$ cat config.mk
export PLATFORM = sky130hd
export DESIGN_NAME = fifo_sys_top
export DESIGN_NICKNAME = d
export VERILOG_FILES = /design/src/fifo_pkg.sv /design/src/fifo_level_ctrl.sv /design/src/fifo_mem_lane.sv /design/src/fifo_read_gather.sv /design/src/fifo_sys_top.sv /design/src/fifo_write_router.sv
export SDC_FILE = /design/constraint.sdc
export NUM_CORES = 1
export LEC_CHECK = 0
export ABC_AREA = 0
export BUFFER_PORTS_ARGS = -buffer_cell sky130_fd_sc_hd__buf_2
export CAP_MARGIN = 20
export CORE_MARGIN = 2
export CORE_UTILIZATION = 47
export CTS_CLUSTER_DIAMETER = 200
export CTS_CLUSTER_SIZE = 24
export DETAILED_ROUTE_END_ITERATION = 12
export PLACE_DENSITY = 0.72
export SYNTH_ARGS = -nofsm -noshare
export SYNTH_HDL_FRONTEND = slang
export SYNTH_HIERARCHICAL = 1
export SYNTH_SLANG_ARGS = --single-unit
export TNS_END_PERCENT = 10
$ cat constraint.sdc
create_clock -name clk_i -period 3.4 [get_ports clk_i]
set_input_delay 0.68 -clock clk_i [delete_from_list [all_inputs] [get_ports clk_i]]
set_output_delay 0.68 -clock clk_i [all_outputs]
set_load 0.02 [all_outputs]
$ cat src/fifo_pkg.sv
package fifo_pkg;

   // narrow write side and wide read side
   localparam int NARROW_W = 8;
   localparam int WIDE_W = 32;

   // narrow words per wide word, one memory lane each
   localparam int RATIO = WIDE_W / NARROW_W;

   // low write pointer bits that pick the lane
   localparam int LANE_SEL_W = $clog2(RATIO);

   // wide read word, seen whole or as lane bytes
   // lane[0] holds the oldest of the four writes
   typedef union packed {
      logic [WIDE_W-1:0]              word;
      logic [RATIO-1:0][NARROW_W-1:0] lane;
   } wide_word_u;

endpackage

$ cat src/fifo_level_ctrl.sv
`timescale 1ns/100ps

module fifo_level_ctrl #(
   parameter int ADDR_W = 6
) (
   input  logic            clk_i,
   input  logic            reset_i,

   // request strobes
   input  logic            w_en_i,
   input  logic            r_en_i,

   // accepted strobes
   output logic            w_acc_o,
   output logic            r_acc_o,

   // registered flags
   output logic            w_full_o,
   output logic            r_empty_o,

   // fill level in narrow words
   output logic [ADDR_W:0] level_o
);

   import fifo_pkg::*;

   localparam int LEVEL_W = ADDR_W + 1;

   // depth in narrow words
   localparam logic [LEVEL_W-1:0] DEPTH = LEVEL_W'(1) << ADDR_W;

   // a write adds one narrow word, a read takes a whole wide word
   localparam logic [LEVEL_W-1:0] W_INCR = LEVEL_W'(1);
   localparam logic [LEVEL_W-1:0] R_DECR = LEVEL_W'(RATIO);

   logic [LEVEL_W-1:0] level_nxt;
   logic               r_empty_nxt;
   logic               w_full_nxt;

   // requests against the registered flags
   assign w_acc_o = w_en_i & ~w_full_o;
   assign r_acc_o = r_en_i & ~r_empty_o;

   // next level from the accepted strobes
   always_comb begin
      level_nxt = level_o;
      if (w_acc_o && !r_acc_o) begin
         level_nxt = level_o + W_INCR;
      end else if (w_acc_o && r_acc_o) begin
         level_nxt = level_o + W_INCR - R_DECR;
      end else if (r_acc_o) begin
         level_nxt = level_o - R_DECR;
      end
   end

   // empty while less than one wide word is stored
   assign r_empty_nxt = level_nxt < R_DECR;

   // full once no room is left for another narrow word
   assign w_full_nxt = level_nxt > (DEPTH - W_INCR);

   always_ff @(posedge clk_i) begin
      if (reset_i) begin
         level_o <= '0;
      end else begin
         level_o <= level_nxt;
      end
   end

   always_ff @(posedge clk_i) begin
      if (reset_i) begin
         r_empty_o <= 1'b1;
      end else begin
         r_empty_o <= r_empty_nxt;
      end
   end

   always_ff @(posedge clk_i) begin
      if (reset_i) begin
         w_full_o <= 1'b0;
      end else begin
         w_full_o <= w_full_nxt;
      end
   end

endmodule

$ cat src/fifo_mem_lane.sv
`timescale 1ns/100ps

module fifo_mem_lane #(
   parameter int ADDR_W = 6
) (
   input  logic                                   clk_i,

   // write port
   input  logic                                   we_i,
   input  logic [ADDR_W-fifo_pkg::LANE_SEL_W-1:0] w_row_i,
   input  logic [fifo_pkg::NARROW_W-1:0]          w_data_i,

   // read port
   input  logic [ADDR_W-fifo_pkg::LANE_SEL_W-1:0] r_row_i,
   output logic [fifo_pkg::NARROW_W-1:0]          r_data_o
);

   import fifo_pkg::*;

   localparam int ROW_W = ADDR_W - LANE_SEL_W;
   localparam int ROWS = 2 ** ROW_W;

   logic [NARROW_W-1:0] mem [ROWS];

   always_ff @(posedge clk_i) begin
      if (we_i) begin
         mem[w_row_i] <= w_data_i;
      end
   end

   // row read without a register, the gather samples it
   assign r_data_o = mem[r_row_i];

endmodule

$ cat src/fifo_read_gather.sv
`timescale 1ns/100ps

module fifo_read_gather #(
   parameter int ADDR_W = 6
) (
   input  logic                                   clk_i,
   input  logic                                   reset_i,

   // accepted read
   input  logic                                   r_acc_i,

   // lane bytes, lane 0 in the low bits
   input  logic [fifo_pkg::WIDE_W-1:0]            lane_rdata_i,

   // shared read row
   output logic [ADDR_W-fifo_pkg::LANE_SEL_W-1:0] r_row_o,

   // registered wide word and its pulse
   output fifo_pkg::wide_word_u                   r_data_o,
   output logic                                   r_valid_o
);

   import fifo_pkg::*;

   localparam int ROW_W = ADDR_W - LANE_SEL_W;

   logic [ROW_W-1:0] r_row;

   // read row pointer
   always_ff @(posedge clk_i) begin
      if (reset_i) begin
         r_row <= '0;
      end else if (r_acc_i) begin
         r_row <= r_row + ROW_W'(1);
      end
   end

   assign r_row_o = r_row;

   // capture all lanes of the current row
   always_ff @(posedge clk_i) begin
      if (reset_i) begin
         r_data_o <= '0;
      end else if (r_acc_i) begin
         for (int i = 0; i < RATIO; i++) begin
            r_data_o.lane[i] <= lane_rdata_i[i*NARROW_W +: NARROW_W];
         end
      end
   end

   // one cycle per accepted read
   always_ff @(posedge clk_i) begin
      if (reset_i) begin
         r_valid_o <= 1'b0;
      end else begin
         r_valid_o <= r_acc_i;
      end
   end

endmodule

$ cat src/fifo_sys_top.sv
`timescale 1ns/100ps

module fifo_sys_top #(
   parameter int ADDR_W = 6
) (
   input  logic                          clk_i,
   input  logic                          reset_i,

   // write port
   input  logic                          w_en_i,
   input  logic [fifo_pkg::NARROW_W-1:0] w_data_i,
   output logic                          w_full_o,

   // read port
   input  logic                          r_en_i,
   output logic [fifo_pkg::WIDE_W-1:0]   r_data_o,
   output logic                          r_valid_o,
   output logic                          r_empty_o,

   // fill level in narrow words
   output logic [ADDR_W:0]               level_o
);

   import fifo_pkg::*;

   localparam int ROW_W = ADDR_W - LANE_SEL_W;

   logic                w_acc;
   logic                r_acc;
   logic [RATIO-1:0]    lane_we;
   logic [ROW_W-1:0]    w_row;
   logic [NARROW_W-1:0] lane_wdata;
   logic [ROW_W-1:0]    r_row;
   logic [WIDE_W-1:0]   lane_rdata;
   wide_word_u          r_word;

   fifo_level_ctrl #(
      .ADDR_W(ADDR_W)
   ) level_ctrl0 (
      .clk_i    (clk_i),
      .reset_i  (reset_i),
      .w_en_i   (w_en_i),
      .r_en_i   (r_en_i),
      .w_acc_o  (w_acc),
      .r_acc_o  (r_acc),
      .w_full_o (w_full_o),
      .r_empty_o(r_empty_o),
      .level_o  (level_o)
   );

   fifo_write_router #(
      .ADDR_W(ADDR_W)
   ) router0 (
      .clk_i       (clk_i),
      .reset_i     (reset_i),
      .w_acc_i     (w_acc),
      .w_data_i    (w_data_i),
      .lane_we_o   (lane_we),
      .w_row_o     (w_row),
      .lane_wdata_o(lane_wdata)
   );

   // one byte-wide lane per narrow word of the wide word
   for (genvar i = 0; i < RATIO; i++) begin : g_lane
      fifo_mem_lane #(
         .ADDR_W(ADDR_W)
      ) lane0 (
         .clk_i   (clk_i),
         .we_i    (lane_we[i]),
         .w_row_i (w_row),
         .w_data_i(lane_wdata),
         .r_row_i (r_row),
         .r_data_o(lane_rdata[i*NARROW_W +: NARROW_W])
      );
   end

   fifo_read_gather #(
      .ADDR_W(ADDR_W)
   ) gather0 (
      .clk_i       (clk_i),
      .reset_i     (reset_i),
      .r_acc_i     (r_acc),
      .lane_rdata_i(lane_rdata),
      .r_row_o     (r_row),
      .r_data_o    (r_word),
      .r_valid_o   (r_valid_o)
   );

   assign r_data_o = r_word.word;

endmodule

$ cat src/fifo_write_router.sv
`timescale 1ns/100ps

module fifo_write_router #(
   parameter int ADDR_W = 6
) (
   input  logic                                   clk_i,
   input  logic                                   reset_i,

   // accepted write and its byte
   input  logic                                   w_acc_i,
   input  logic [fifo_pkg::NARROW_W-1:0]          w_data_i,

   // lane write side
   output logic [fifo_pkg::RATIO-1:0]             lane_we_o,
   output logic [ADDR_W-fifo_pkg::LANE_SEL_W-1:0] w_row_o,
   output logic [fifo_pkg::NARROW_W-1:0]          lane_wdata_o
);

   import fifo_pkg::*;

   localparam int ROW_W = ADDR_W - LANE_SEL_W;

   // narrow write pointer, wraps at the depth
   logic [ADDR_W-1:0]     w_ptr;
   logic [LANE_SEL_W-1:0] lane_sel;

   always_ff @(posedge clk_i) begin
      if (reset_i) begin
         w_ptr <= '0;
      end else if (w_acc_i) begin
         w_ptr <= w_ptr + ADDR_W'(1);
      end
   end

   // low bits pick the lane, high bits the row
   assign lane_sel = w_ptr[LANE_SEL_W-1:0];
   assign w_row_o  = w_ptr[LANE_SEL_W +: ROW_W];

   // one-hot lane enable, only on an accepted write
   always_comb begin
      lane_we_o           = '0;
      lane_we_o[lane_sel] = w_acc_i;
   end

   // same byte to every lane, the enable decides
   assign lane_wdata_o = w_data_i;

endmodule

==> results.py, run 1 <==
metrics = {
    "status": {
        "outcome": "completed",
    },
    "yosys": {
        "ys_seq_area_share_pct": 73.39,
        "synth_most_common_cell": "edfxtp_1",
        "synth_cell_type_count": 50,
        "synth.avg_cell_area_sq_um": 19.85,
        "synth-edff-count": 512,
        "yosys-top-cells-area": "edfxtp_1, mux4_2, mux4_1",
        "synth_area_sq_mm": 0.02237,
        "ys_warn_count": 6,
        "synth-seq-cells": 564,
        "synthTopCellsByCount": "edfxtp_1, nor2_1, mux4_2",
        "dominantRegCellSynth": "edfxtp_1",
        "yosysTopAreaCellShare_pct": 68.74,
        "synth_top_area_cell": "edfxtp_1",
        "postSynthCellCount": 1127,
        "syn_nets": 1148,
        "async_flop_share_pct": 0,
    },
    "drt": {
        "ant_nets": 0,
        "wirelength_microns": 44400,
        "wire_per_inst_microns": 24.22,
        "first_pass_iters": 5,
        "vias": 10785,
        "drtIter0Drc": 1091,
        "vias_per_cell": 5.884,
        "drc": 0,
    },
    "clock_network": {
        "clkTransAtPathRegs_ns": 0.10,
        "cts_sinks": 564,
        "h-tree-depth": 1,
        "cts_tree": "built",
        "cts_buffers": 27,
        "ctsResizeCount": 0,
        "cts_setup_buffers": 0,
        "insertion_delay_ns": 0.58,
        "cts_buffer_depth": 3,
        "postCtsHoldBufs": 0,
        "clock-root-buffer": "clkbuf_16",
    },
    "pwr": {
        "irDropWorstVdd_v": 0.0003580,
        "p_clk_share_pct": 26.6,
        "power.leakage_nw": 7.652,
        "p_sw_mw": 3.203,
        "pwr-share-seq_pct": 58.8,
        "power.share.switching_pct": 24.01,
        "power_density_mw_per_mm2": 552.4,
        "pwr-share-comb_pct": 14.6,
        "intPower_mw": 10.14,
    },
    "setup_path": {
        "cp_max_fo": 14,
        "crit_type": "flop to flop",
        "critPathRequiredTime_ns": 3.62,
        "worstPathArrival_ns": 2.79,
        "worst_setup_path_end_kind": "flop",
        "startpoint_type": "flop",
    },
    "grt": {
        "globalRoute.totalOverflow": 0,
        "grt_pass1_vias": 10750,
        "grt_max_degree": 65,
        "antenna_found_initial": 0,
        "grt_use_total_pct": 18.01,
        "grt_pass1_wl_microns": 67430,
    },
    "place": {
        "gp_congestion": 0.8750,
        "io_buffers": 53,
        "dp_slack_ns": 0.4562,
        "place_hpwl_microns": 27160,
        "dpl.cell_count": 1783,
    },
    "layout": {
        "finalNonFillerCells": 1833,
        "final_nets": 1226,
        "drive_gt1_share_pct": 19.41,
        "fin_util_pct": 51.66,
        "fillerInstances": 3631,
        "syn_to_final_growth_pct": 7.982,
        "diodes": 0,
    },
    "sta": {
        "whs_ns": 0.4266,
        "worst_slew_pin_slew_ns": 1.005,
        "fin_ws_ns": 0.8310,
        "finalSetupViolCount": 0,
        "drv_slew": 0,
        "fin_setup_tns_ns": 0,
        "hold_viol_final": 0,
        "rsz0062_at_grt": "no",
        "fin_crit_sh_pct": 75.56,
        "fmax_ghz": 0.3893,
        "fin_worst_skew_ns": 0.02403,
        "fin_crit_ns": 2.569,
        "slew_headroom_pct": 32.88,
    },
    "floorplan": {
        "die_height_microns": 222.2,
        "core-area_sq_mm": 0.04675,
        "die_area_sq_mm": 0.04935,
        "pin_count": 54,
        "die_x_microns": 222.2,
        "num_rows": 79,
        "initial_core_util_pct": 47.84,
    },
    "run": {
        "maxCapViolCount": 0,
    },
    "worst_hold_path": {
        "worstHoldPathType": "primary input to flop",
    },
}
-- cell usage in the layout, fill, tap and decap left out, types with 34 or more instances in the layout --
master / n
a22oi_1: 64
buf_2: 53
buf_4: 57
dfxtp_1: 50
edfxtp_1: 512
mux2i_1: 34
mux4_1: 56
mux4_2: 72
nand2_1: 44
nor2_1: 101
-- registers in the layout, summed over array words and instances, names as in the netlist --
register               count
level_ctrl0/r_empty_o      1
gather0/r_data_o          32
gather0/r_row_o            4
router0/w_ptr              6
gather0/r_valid_o          1
g_lane.lane0/mem         512
level_ctrl0/level_o        7
level_ctrl0/w_full_o       1
-- worst max-delay path: stages, from the launching register on --
cell      delay, ns
dfxtp_1        0.33
nand2b_4       0.18
inv_2          0.33
and2_2         0.29
or3b_2         0.52
nor2_1         0.56
-- cell type report --
class | count | area [sq um] | share of cell area, %
clock inverters | 2 | 25.02 | 0.1036
repair buffers | 115 | 793.3 | 3.284
flip-flops and latches | 564 | 16420 | 68.00
clock buffers | 48 | 754.5 | 3.124
inverters | 6 | 27.53 | 0.1140
well taps | 607 | 759.5 | 3.144
multi-input cells | 491 | 5370 | 22.23
-- worst paths after layout --
check | start | endpoint | slack [ns] | depth (start not counted)
worst max-delay path | level_ctrl0/w_full_o$_SDFF_PP0_ | g_lane[2].lane0/mem[2][1]$_DFFE_PP_ | 0.83 | 5
worst min-delay path | w_data_i[6] | g_lane[2].lane0/mem[0][6]$_DFFE_PP_ | 0.43 | 1
worst max register to register | level_ctrl0/w_full_o$_SDFF_PP0_ | g_lane[2].lane0/mem[2][1]$_DFFE_PP_ | 0.83 | 5
worst min register to register | gather0/r_data_o[12]$_SDFFE_PP0P_ | gather0/r_data_o[12]$_SDFFE_PP0P_ | 0.50 | 2
-- logic make-up (layout without fill, tap and decap cells) --
logic type      count (synthesis)  in the layout  share of synthesized area (%)
flops                         564            564                          73.39
simple gates                  221            221                          4.749
mux                           164            164                          15.45
compound gates                 81             81                          2.679
buf+inv                        72            171                          2.601
xor+xnor                       16             16                         0.6265
fa+ha+maj                       9              9                         0.5034
-- power by group through the flow --
stage / clock (mW) / combinational, mW / sequential [mW]
global route: 3.87 / 2.08 / 7.88
floorplan: 0 / 1.44 / 8.03
global placement: 0 / 1.93 / 8.01
CTS: 3.63 / 1.96 / 7.86
detailed placement: 0 / 1.96 / 8.01
finish: 3.54 / 1.95 / 7.85
-- stage by stage --
step                cell area, sq um  power, mW
finish                         24150      13.34
global route                   24150      13.83
CTS                            24150      13.45
detailed placement             23370      9.973
global placement               23370      9.937
floorplan                      22370      9.474
-- routing by layer --
| layer | share of wire [%] | vias to the layer above | track usage, % |
|---|---|---|---|
| met5 | 0 | - | 0 |
| met4 | 2.1 | 0 | 3.705 |
| li1 | - | 4718 | - |
| met1 | 42 | 5550 | 25.65 |
| met2 | 49 | 451 | 30.16 |
| met3 | 6.8 | 66 | 2.266 |
(Power assumes the default switching activity.)
==> inputs of run 2 (changes only) <==
--- a/config.mk
+++ b/config.mk
@@ -5,7 +5,7 @@
 export SDC_FILE = /design/constraint.sdc
 export NUM_CORES = 1
 export LEC_CHECK = 0
-export ABC_AREA = 0
+export ABC_AREA = 1
 export BUFFER_PORTS_ARGS = -buffer_cell sky130_fd_sc_hd__buf_2
 export CAP_MARGIN = 20
 export CORE_MARGIN = 2
@@ -13,7 +13,7 @@
 export CTS_CLUSTER_DIAMETER = 200
 export CTS_CLUSTER_SIZE = 24
 export DETAILED_ROUTE_END_ITERATION = 12
-export PLACE_DENSITY = 0.72
+export PLACE_DENSITY = 0.74
 export SYNTH_ARGS = -nofsm -noshare
 export SYNTH_HDL_FRONTEND = slang
 export SYNTH_HIERARCHICAL = 1
==> constraint.sdc (replaced) <==
create_clock -name clk_i -period 2.3 [get_ports clk_i]
set_input_delay 0.46 -clock clk_i [delete_from_list [all_inputs] [get_ports clk_i]]
set_output_delay 0.46 -clock clk_i [all_outputs]
set_load 0.02 [all_outputs]
==> run 2 against run 1 <==
Effect of this change: die area rose by 12%; setup slack got worse by 0.68 ns; clock skew fell by 0.0023 ns; fmax rose by 19%; sequential share of layout area fell by 7.4 points; global-route usage rose by 2.9 points; sequential power rose by 49%; highest routed layer is now met5.
==> results.py, run 2 <==
metrics = {
    "grt": {
        "grt_use_total_pct": 20.87,
        "grt_max_degree": 65,
        "globalRoute.totalOverflow": 0,
        "antenna_found_initial": 1,
        "grt_pass1_wl_microns": 91450,
        "grt_pass1_vias": 16666,
    },
    "yosys": {
        "ys_warn_count": 6,
        "synth_area_sq_mm": 0.02509,
        "synth-seq-cells": 564,
        "synth_most_common_cell": "nand2_1",
        "synth.avg_cell_area_sq_um": 9.931,
        "async_flop_share_pct": 0,
        "yosys-top-cells-area": "edfxtp_1, nand2_1, nand3_1",
        "ys_seq_area_share_pct": 65.44,
        "yosysTopAreaCellShare_pct": 61.29,
        "dominantRegCellSynth": "edfxtp_1",
        "syn_nets": 2547,
        "synth-edff-count": 512,
        "synth_top_area_cell": "edfxtp_1",
        "synth_cell_type_count": 29,
        "synthTopCellsByCount": "nand2_1, edfxtp_1, inv_1",
        "postSynthCellCount": 2526,
    },
    "sta": {
        "hold_viol_final": 0,
        "fin_crit_sh_pct": 93.63,
        "finalSetupViolCount": 0,
        "fin_worst_skew_ns": 0.02170,
        "drv_slew": 0,
        "worst_slew_pin_slew_ns": 1.067,
        "rsz0062_at_grt": "no",
        "fin_ws_ns": 0.1465,
        "fmax_ghz": 0.4644,
        "slew_headroom_pct": 28.76,
        "fin_setup_tns_ns": 0,
        "fin_crit_ns": 2.154,
    },
    "pwr": {
        "power_density_mw_per_mm2": 805.5,
        "power.leakage_nw": 11.60,
        "irDropWorstVdd_v": 0.0007316,
    },
    "place": {
        "gp_congestion": 0.9070,
        "place_hpwl_microns": 36420,
        "dp_slack_ns": 0.1925,
        "io_buffers": 53,
    },
    "setup_path": {
        "cp_max_fo": 28,
        "worst-r2r-cell-count": 6,
        "worst_setup_path_end_kind": "flop",
        "startpoint_type": "flop",
        "critPathRequiredTime_ns": 2.82,
        "crit_type": "flop to flop",
        "worstPathArrival_ns": 2.68,
    },
    "clock_network": {
        "h-tree-depth": 1,
        "cts_buffers": 27,
        "cts_setup_buffers": 0,
        "cts_buffer_depth": 3,
        "ctsResizeCount": 0,
        "insertion_delay_ns": 0.60,
        "cts_tree": "built",
        "postCtsHoldBufs": 0,
        "clock-root-buffer": "clkbuf_16",
        "clkTransAtPathRegs_ns": 0.09,
        "cts_sinks": 564,
    },
    "worst_hold_path": {
        "worstHoldPathCells": 2,
        "worstHoldPathType": "primary input to flop",
    },
    "layout": {
        "largest_reg_flops": 512,
        "diodes": 0,
        "drive_gt1_share_pct": 9.844,
        "largest-register": "g_lane.lane0/mem",
        "final_nets": 2621,
        "final_cell_mix": "nand2_1, edfxtp_1, inv_1",
        "syn_to_final_growth_pct": 8.000,
        "mostFrequentLayoutCell": "nand2_1",
        "reg.largest.list": "g_lane.lane0/mem: 512 flops, gather0/r_data_o: 32 flops, level_ctrl0/level_o: 7 flops",
    },
    "drt": {
        "top_layer": "met5",
        "wirelength_microns": 58910,
        "ant_nets": 0,
        "wl_met3_microns": 4972,
        "vias_per_cell": 5.183,
        "drc": 0,
        "wire_per_inst_microns": 17.80,
        "wl_met1_microns": 24520,
        "met2_length_microns": 27860,
        "drtIter0Drc": 2101,
        "first_pass_iters": 8,
        "vias": 17149,
    },
    "floorplan": {
        "die_height_microns": 235.0,
        "initial_core_util_pct": 47.64,
        "num_rows": 84,
        "die_area_sq_mm": 0.05524,
        "die_x_microns": 235.0,
        "pin_count": 54,
        "core-area_sq_mm": 0.05266,
    },
    "status": {
        "outcome": "completed",
    },
    "run": {
        "maxCapViolCount": 0,
    },
}
-- run 2: path summary, 6_finish.rpt --
path / from / endpoint / slack (ns)
min reg2reg: gather0/r_data_o[3]$_SDFFE_PP0P_ / gather0/r_data_o[3]$_SDFFE_PP0P_ / 0.50
max: gather0/r_row_o[2]$_SDFFE_PP0P_ / gather0/r_data_o[18]$_SDFFE_PP0P_ / 0.15
min: reset_i / level_ctrl0/level_o[3]$_SDFF_PP0_ / 0.17
max reg2reg: gather0/r_row_o[2]$_SDFFE_PP0P_ / gather0/r_data_o[18]$_SDFFE_PP0P_ / 0.15
-- run 2: area by class of cell --
| type | instances | area (sq um) |
|---|---|---|
| Tap cell | 688 | 860.8 |
| Clock buffer | 48 | 754.5 |
| Inverter | 442 | 1667 |
| Sequential cell | 564 | 16420 |
| Fill cell | 4621 | 25560 |
| Multi-Input combinational cell | 1401 | 6125 |
| Timing Repair Buffer | 164 | 1236 |
| Clock inverter | 2 | 25.02 |
-- run 2: cell families (layout without fill, tap and decap cells) --
logic type,after synthesis,after routing,synth area share [%]
compound gates,51,51,1.072
xor+xnor,2,2,0.06984
fa+ha+maj,9,9,0.4489
buf+inv,561,656,10.15
flops,564,564,65.44
simple gates,1339,1339,22.82
-- run 2: layer usage --
metal | GRT usage, % | vias to the layer above
met3 | 3.019 | 107
met2 | 34.34 | 775
met4 | 6.137 | 2
met5 | 0 | -
li1 | - | 8207
met1 | 28.87 | 8058
-- run 2: stage by stage --
| stage | power (mW) | cells | instance area [sq um] | util, % | hold WS, ns |
|---|---|---|---|---|---|
| after floorplan | 15.55 | 2526 | 25090 | - | 0.4753 |
| after global placement | 16.61 | 3259 | 26310 | 49.97 | 0.4786 |
| after detailed placement | 16.70 | 3259 | 26310 | 49.97 | 0.4766 |
| after CTS | 21.88 | 3309 | 27090 | 51.45 | 0.1531 |
| after global routing | 22.79 | 3309 | 27090 | 51.45 | 0.1625 |
| final | 21.82 | 3309 | 27090 | 51.45 | 0.1705 |
-- run 2: power by group --
group / switching, mW / total [mW] / internal [mW]
clock: 3.05 / 5.30 / 2.26
combinational: 3.42 / 4.84 / 1.42
sequential: 0.256 / 11.7 / 11.4
-- run 2: worst max-delay path, stage by stage, from the launching register on --
cell	delay (ns)
dfxtp_2	0.84
inv_1	0.49
nand3_1	0.27
nand3_1	0.16
nand2_1	0.14
nor2_2	0.05
nor2_1	0.12
==> inputs of run 3 (changes only) <==
==> constraint.sdc (replaced) <==
create_clock -name clk_i -period 2.3 [get_ports clk_i]
set_input_delay 0 -clock clk_i [delete_from_list [all_inputs] [get_ports clk_i]]
set_output_delay 0 -clock clk_i [all_outputs]
set_load 0.02 [all_outputs]
==> run 3 against run 2 <==
Effect of this change: setup slack gained 0.11 ns; fmax is 5.3% higher; global-route usage decreased by 0.10 points; final cell count about the same; via count up 0.76%; flip-flop and latch count unchanged; critical path type unchanged; clock-buffer cell count down 2; wire length down 2.2%; register-to-register slack improved by 0.11 ns; critical endpoint is now level_ctrl0/level_o[2]$_SDFF_PP0_.
==> results.py, run 3 (synthesis gave the netlist of run 2 again) <==
metrics = {
    "drt": {
        "wirelength_microns": 57610,
        "vias": 17280,
        "wire_per_inst_microns": 17.40,
        "first_pass_iters": 6,
        "drc": 0,
        "ant_nets": 0,
        "vias_per_cell": 5.219,
        "drtIter0Drc": 2023,
    },
    "place": {
        "gp_congestion": 0.8769,
        "dp_slack_ns": 0.4214,
        "io_buffers": 53,
        "place_hpwl_microns": 35170,
    },
    "clock_network": {
        "cts_buffer_depth": 3,
        "cts_tree": "built",
        "ctsResizeCount": 0,
        "insertion_delay_ns": 0.61,
        "h-tree-depth": 1,
        "cts_buffers": 27,
        "clock-root-buffer": "clkbuf_16",
        "cts_sinks": 564,
        "clkTransAtPathRegs_ns": 0.09,
    },
    "layout": {
        "fin_util_pct": 51.55,
        "syn_to_final_growth_pct": 8.200,
        "drive_gt1_share_pct": 9.569,
        "largest_reg_flops": 512,
        "final_cell_mix": "nand2_1, edfxtp_1, inv_1",
        "reg.largest.list": "g_lane.lane0/mem: 512 flops, gather0/r_data_o: 32 flops, level_ctrl0/level_o: 7 flops",
        "largest-register": "g_lane.lane0/mem",
        "diodes": 0,
        "final_nets": 2625,
        "mostFrequentLayoutCell": "nand2_1",
    },
    "sta": {
        "fin_ws_ns": 0.2549,
        "whs_ns": 0.02014,
        "hold_viol_final": 0,
        "rsz0062_at_grt": "no",
        "finalSetupViolCount": 0,
        "fin_crit_ns": 2.045,
        "fin_crit_sh_pct": 88.92,
        "slew_headroom_pct": 47.86,
        "fmax_ghz": 0.4890,
        "worst_slew_pin_slew_ns": 0.7809,
        "fin_setup_tns_ns": 0,
        "drv_slew": 0,
        "fin_worst_skew_ns": 0.02999,
    },
    "pwr": {
        "irDropWorstVdd_v": 0.0006228,
        "power_density_mw_per_mm2": 805.1,
        "p_clk_share_pct": 24.5,
        "pwr-share-comb_pct": 22.1,
        "power.share.switching_pct": 30.84,
        "p_sw_mw": 6.738,
        "intPower_mw": 15.11,
        "power.leakage_nw": 11.61,
        "pwr-share-seq_pct": 53.5,
    },
    "grt": {
        "grt_max_degree": 65,
        "globalRoute.totalOverflow": 0,
        "grt_pass1_wl_microns": 92200,
        "grt_pass1_vias": 16651,
        "antenna_found_initial": 0,
        "grt_use_total_pct": 20.77,
    },
    "floorplan": {
        "num_rows": 84,
        "die_area_sq_mm": 0.05524,
        "die_height_microns": 235.0,
        "initial_core_util_pct": 47.64,
        "pin_count": 54,
        "die_x_microns": 235.0,
        "core-area_sq_mm": 0.05266,
    },
    "setup_path": {
        "crit_type": "flop to flop",
        "worst_setup_path_end_kind": "flop",
        "cpPeakStageDelay_ns": 0.57,
        "cp_max_fo": 13,
        "crit_slowest_cell": "dlygate4sd3_1",
        "crit_top_cell": "nor2_1",
        "startpoint_type": "flop",
        "crit_path_cell_trace": "nor2_4, inv_2, nor2_1, xor2_1, nor2_1, dlygate4sd3_1",
        "worstPathArrival_ns": 2.54,
        "critPathRequiredTime_ns": 2.80,
    },
    "status": {
        "outcome": "completed",
    },
    "worst_hold_path": {
        "worstHoldPathType": "primary input to flop",
    },
    "run": {
        "maxCapViolCount": 0,
    },
}
-- run 3: cell types whose count changed in the layout (fill, tap and decap cells not counted), sizes merged --
cell and change:
dlygate4sd3 +11, buf -7, clkbuf -2
-- run 3: worst paths after layout --
check,depth (start not counted),slack [ns],end,from
max,6,0.25,level_ctrl0/level_o[2]$_SDFF_PP0_,level_ctrl0/w_full_o$_SDFF_PP0_
min,1,0.02,g_lane[0].lane0/mem[4][0]$_DFFE_PP_,w_data_i[0]
max reg2reg,6,0.25,level_ctrl0/level_o[2]$_SDFF_PP0_,level_ctrl0/w_full_o$_SDFF_PP0_
min reg2reg,2,0.50,gather0/r_data_o[5]$_SDFFE_PP0P_,gather0/r_data_o[5]$_SDFFE_PP0P_
-- run 3: area by class of cell --
type | count | area, sq um
Multi-Input combinational cell | 1401 | 6125
Tap cell | 688 | 860.8
Sequential cell | 564 | 16420
Clock buffer | 46 | 747.0
Fill cell | 4619 | 25510
Inverter | 442 | 1667
Clock inverter | 2 | 25.02
Timing Repair Buffer | 168 | 1294
-- run 3: what timing repair did --
action,4_1_cts,5_1_grt
buffers inserted,0,0
hold endpoints to repair,257,0
hold buffers,11,0
setup endpoints to repair,0,0
-- run 3: routing by layer --
layer | vias up | track usage (%) | part of all wire [%]
met1 | 8295 | 28.62 | 42
met3 | 86 | 2.385 | 7.5
met2 | 675 | 35.02 | 49
met4 | 0 | 5.581 | 2.3
met5 | - | 0 | 0
li1 | 8224 | - | -
-- run 3: critical path, delay by kind of cell (launching register included) --
family                 cells  cell delay, ns
AND/OR/NAND/NOR            3            0.64
XOR/XNOR                   1            0.22
flip-flops                 1            0.35
buffers and inverters      2            0.75
-- run 3: power by group through the flow --
stage / Clock (mW) / Sequential, mW / Combinational (mW)
finish: 5.34 / 11.7 / 4.82
global route: 5.72 / 11.7 / 5.39
CTS: 5.43 / 11.7 / 4.81
detailed placement: 0 / 11.9 / 4.77
global placement: 0 / 11.9 / 4.71
floorplan: 0 / 12.1 / 3.48
-- run 3: stage by stage --
stage | power (mW) | cells | instance area (sq um)
2_1_floorplan | 15.55 | 2526 | 25090
3_3_place_gp | 16.62 | 3252 | 26260
3_5_place_dp | 16.68 | 3252 | 26260
4_1_cts | 21.92 | 3311 | 27140
5_1_grt | 22.83 | 3311 | 27140
6_report | 21.85 | 3311 | 27140
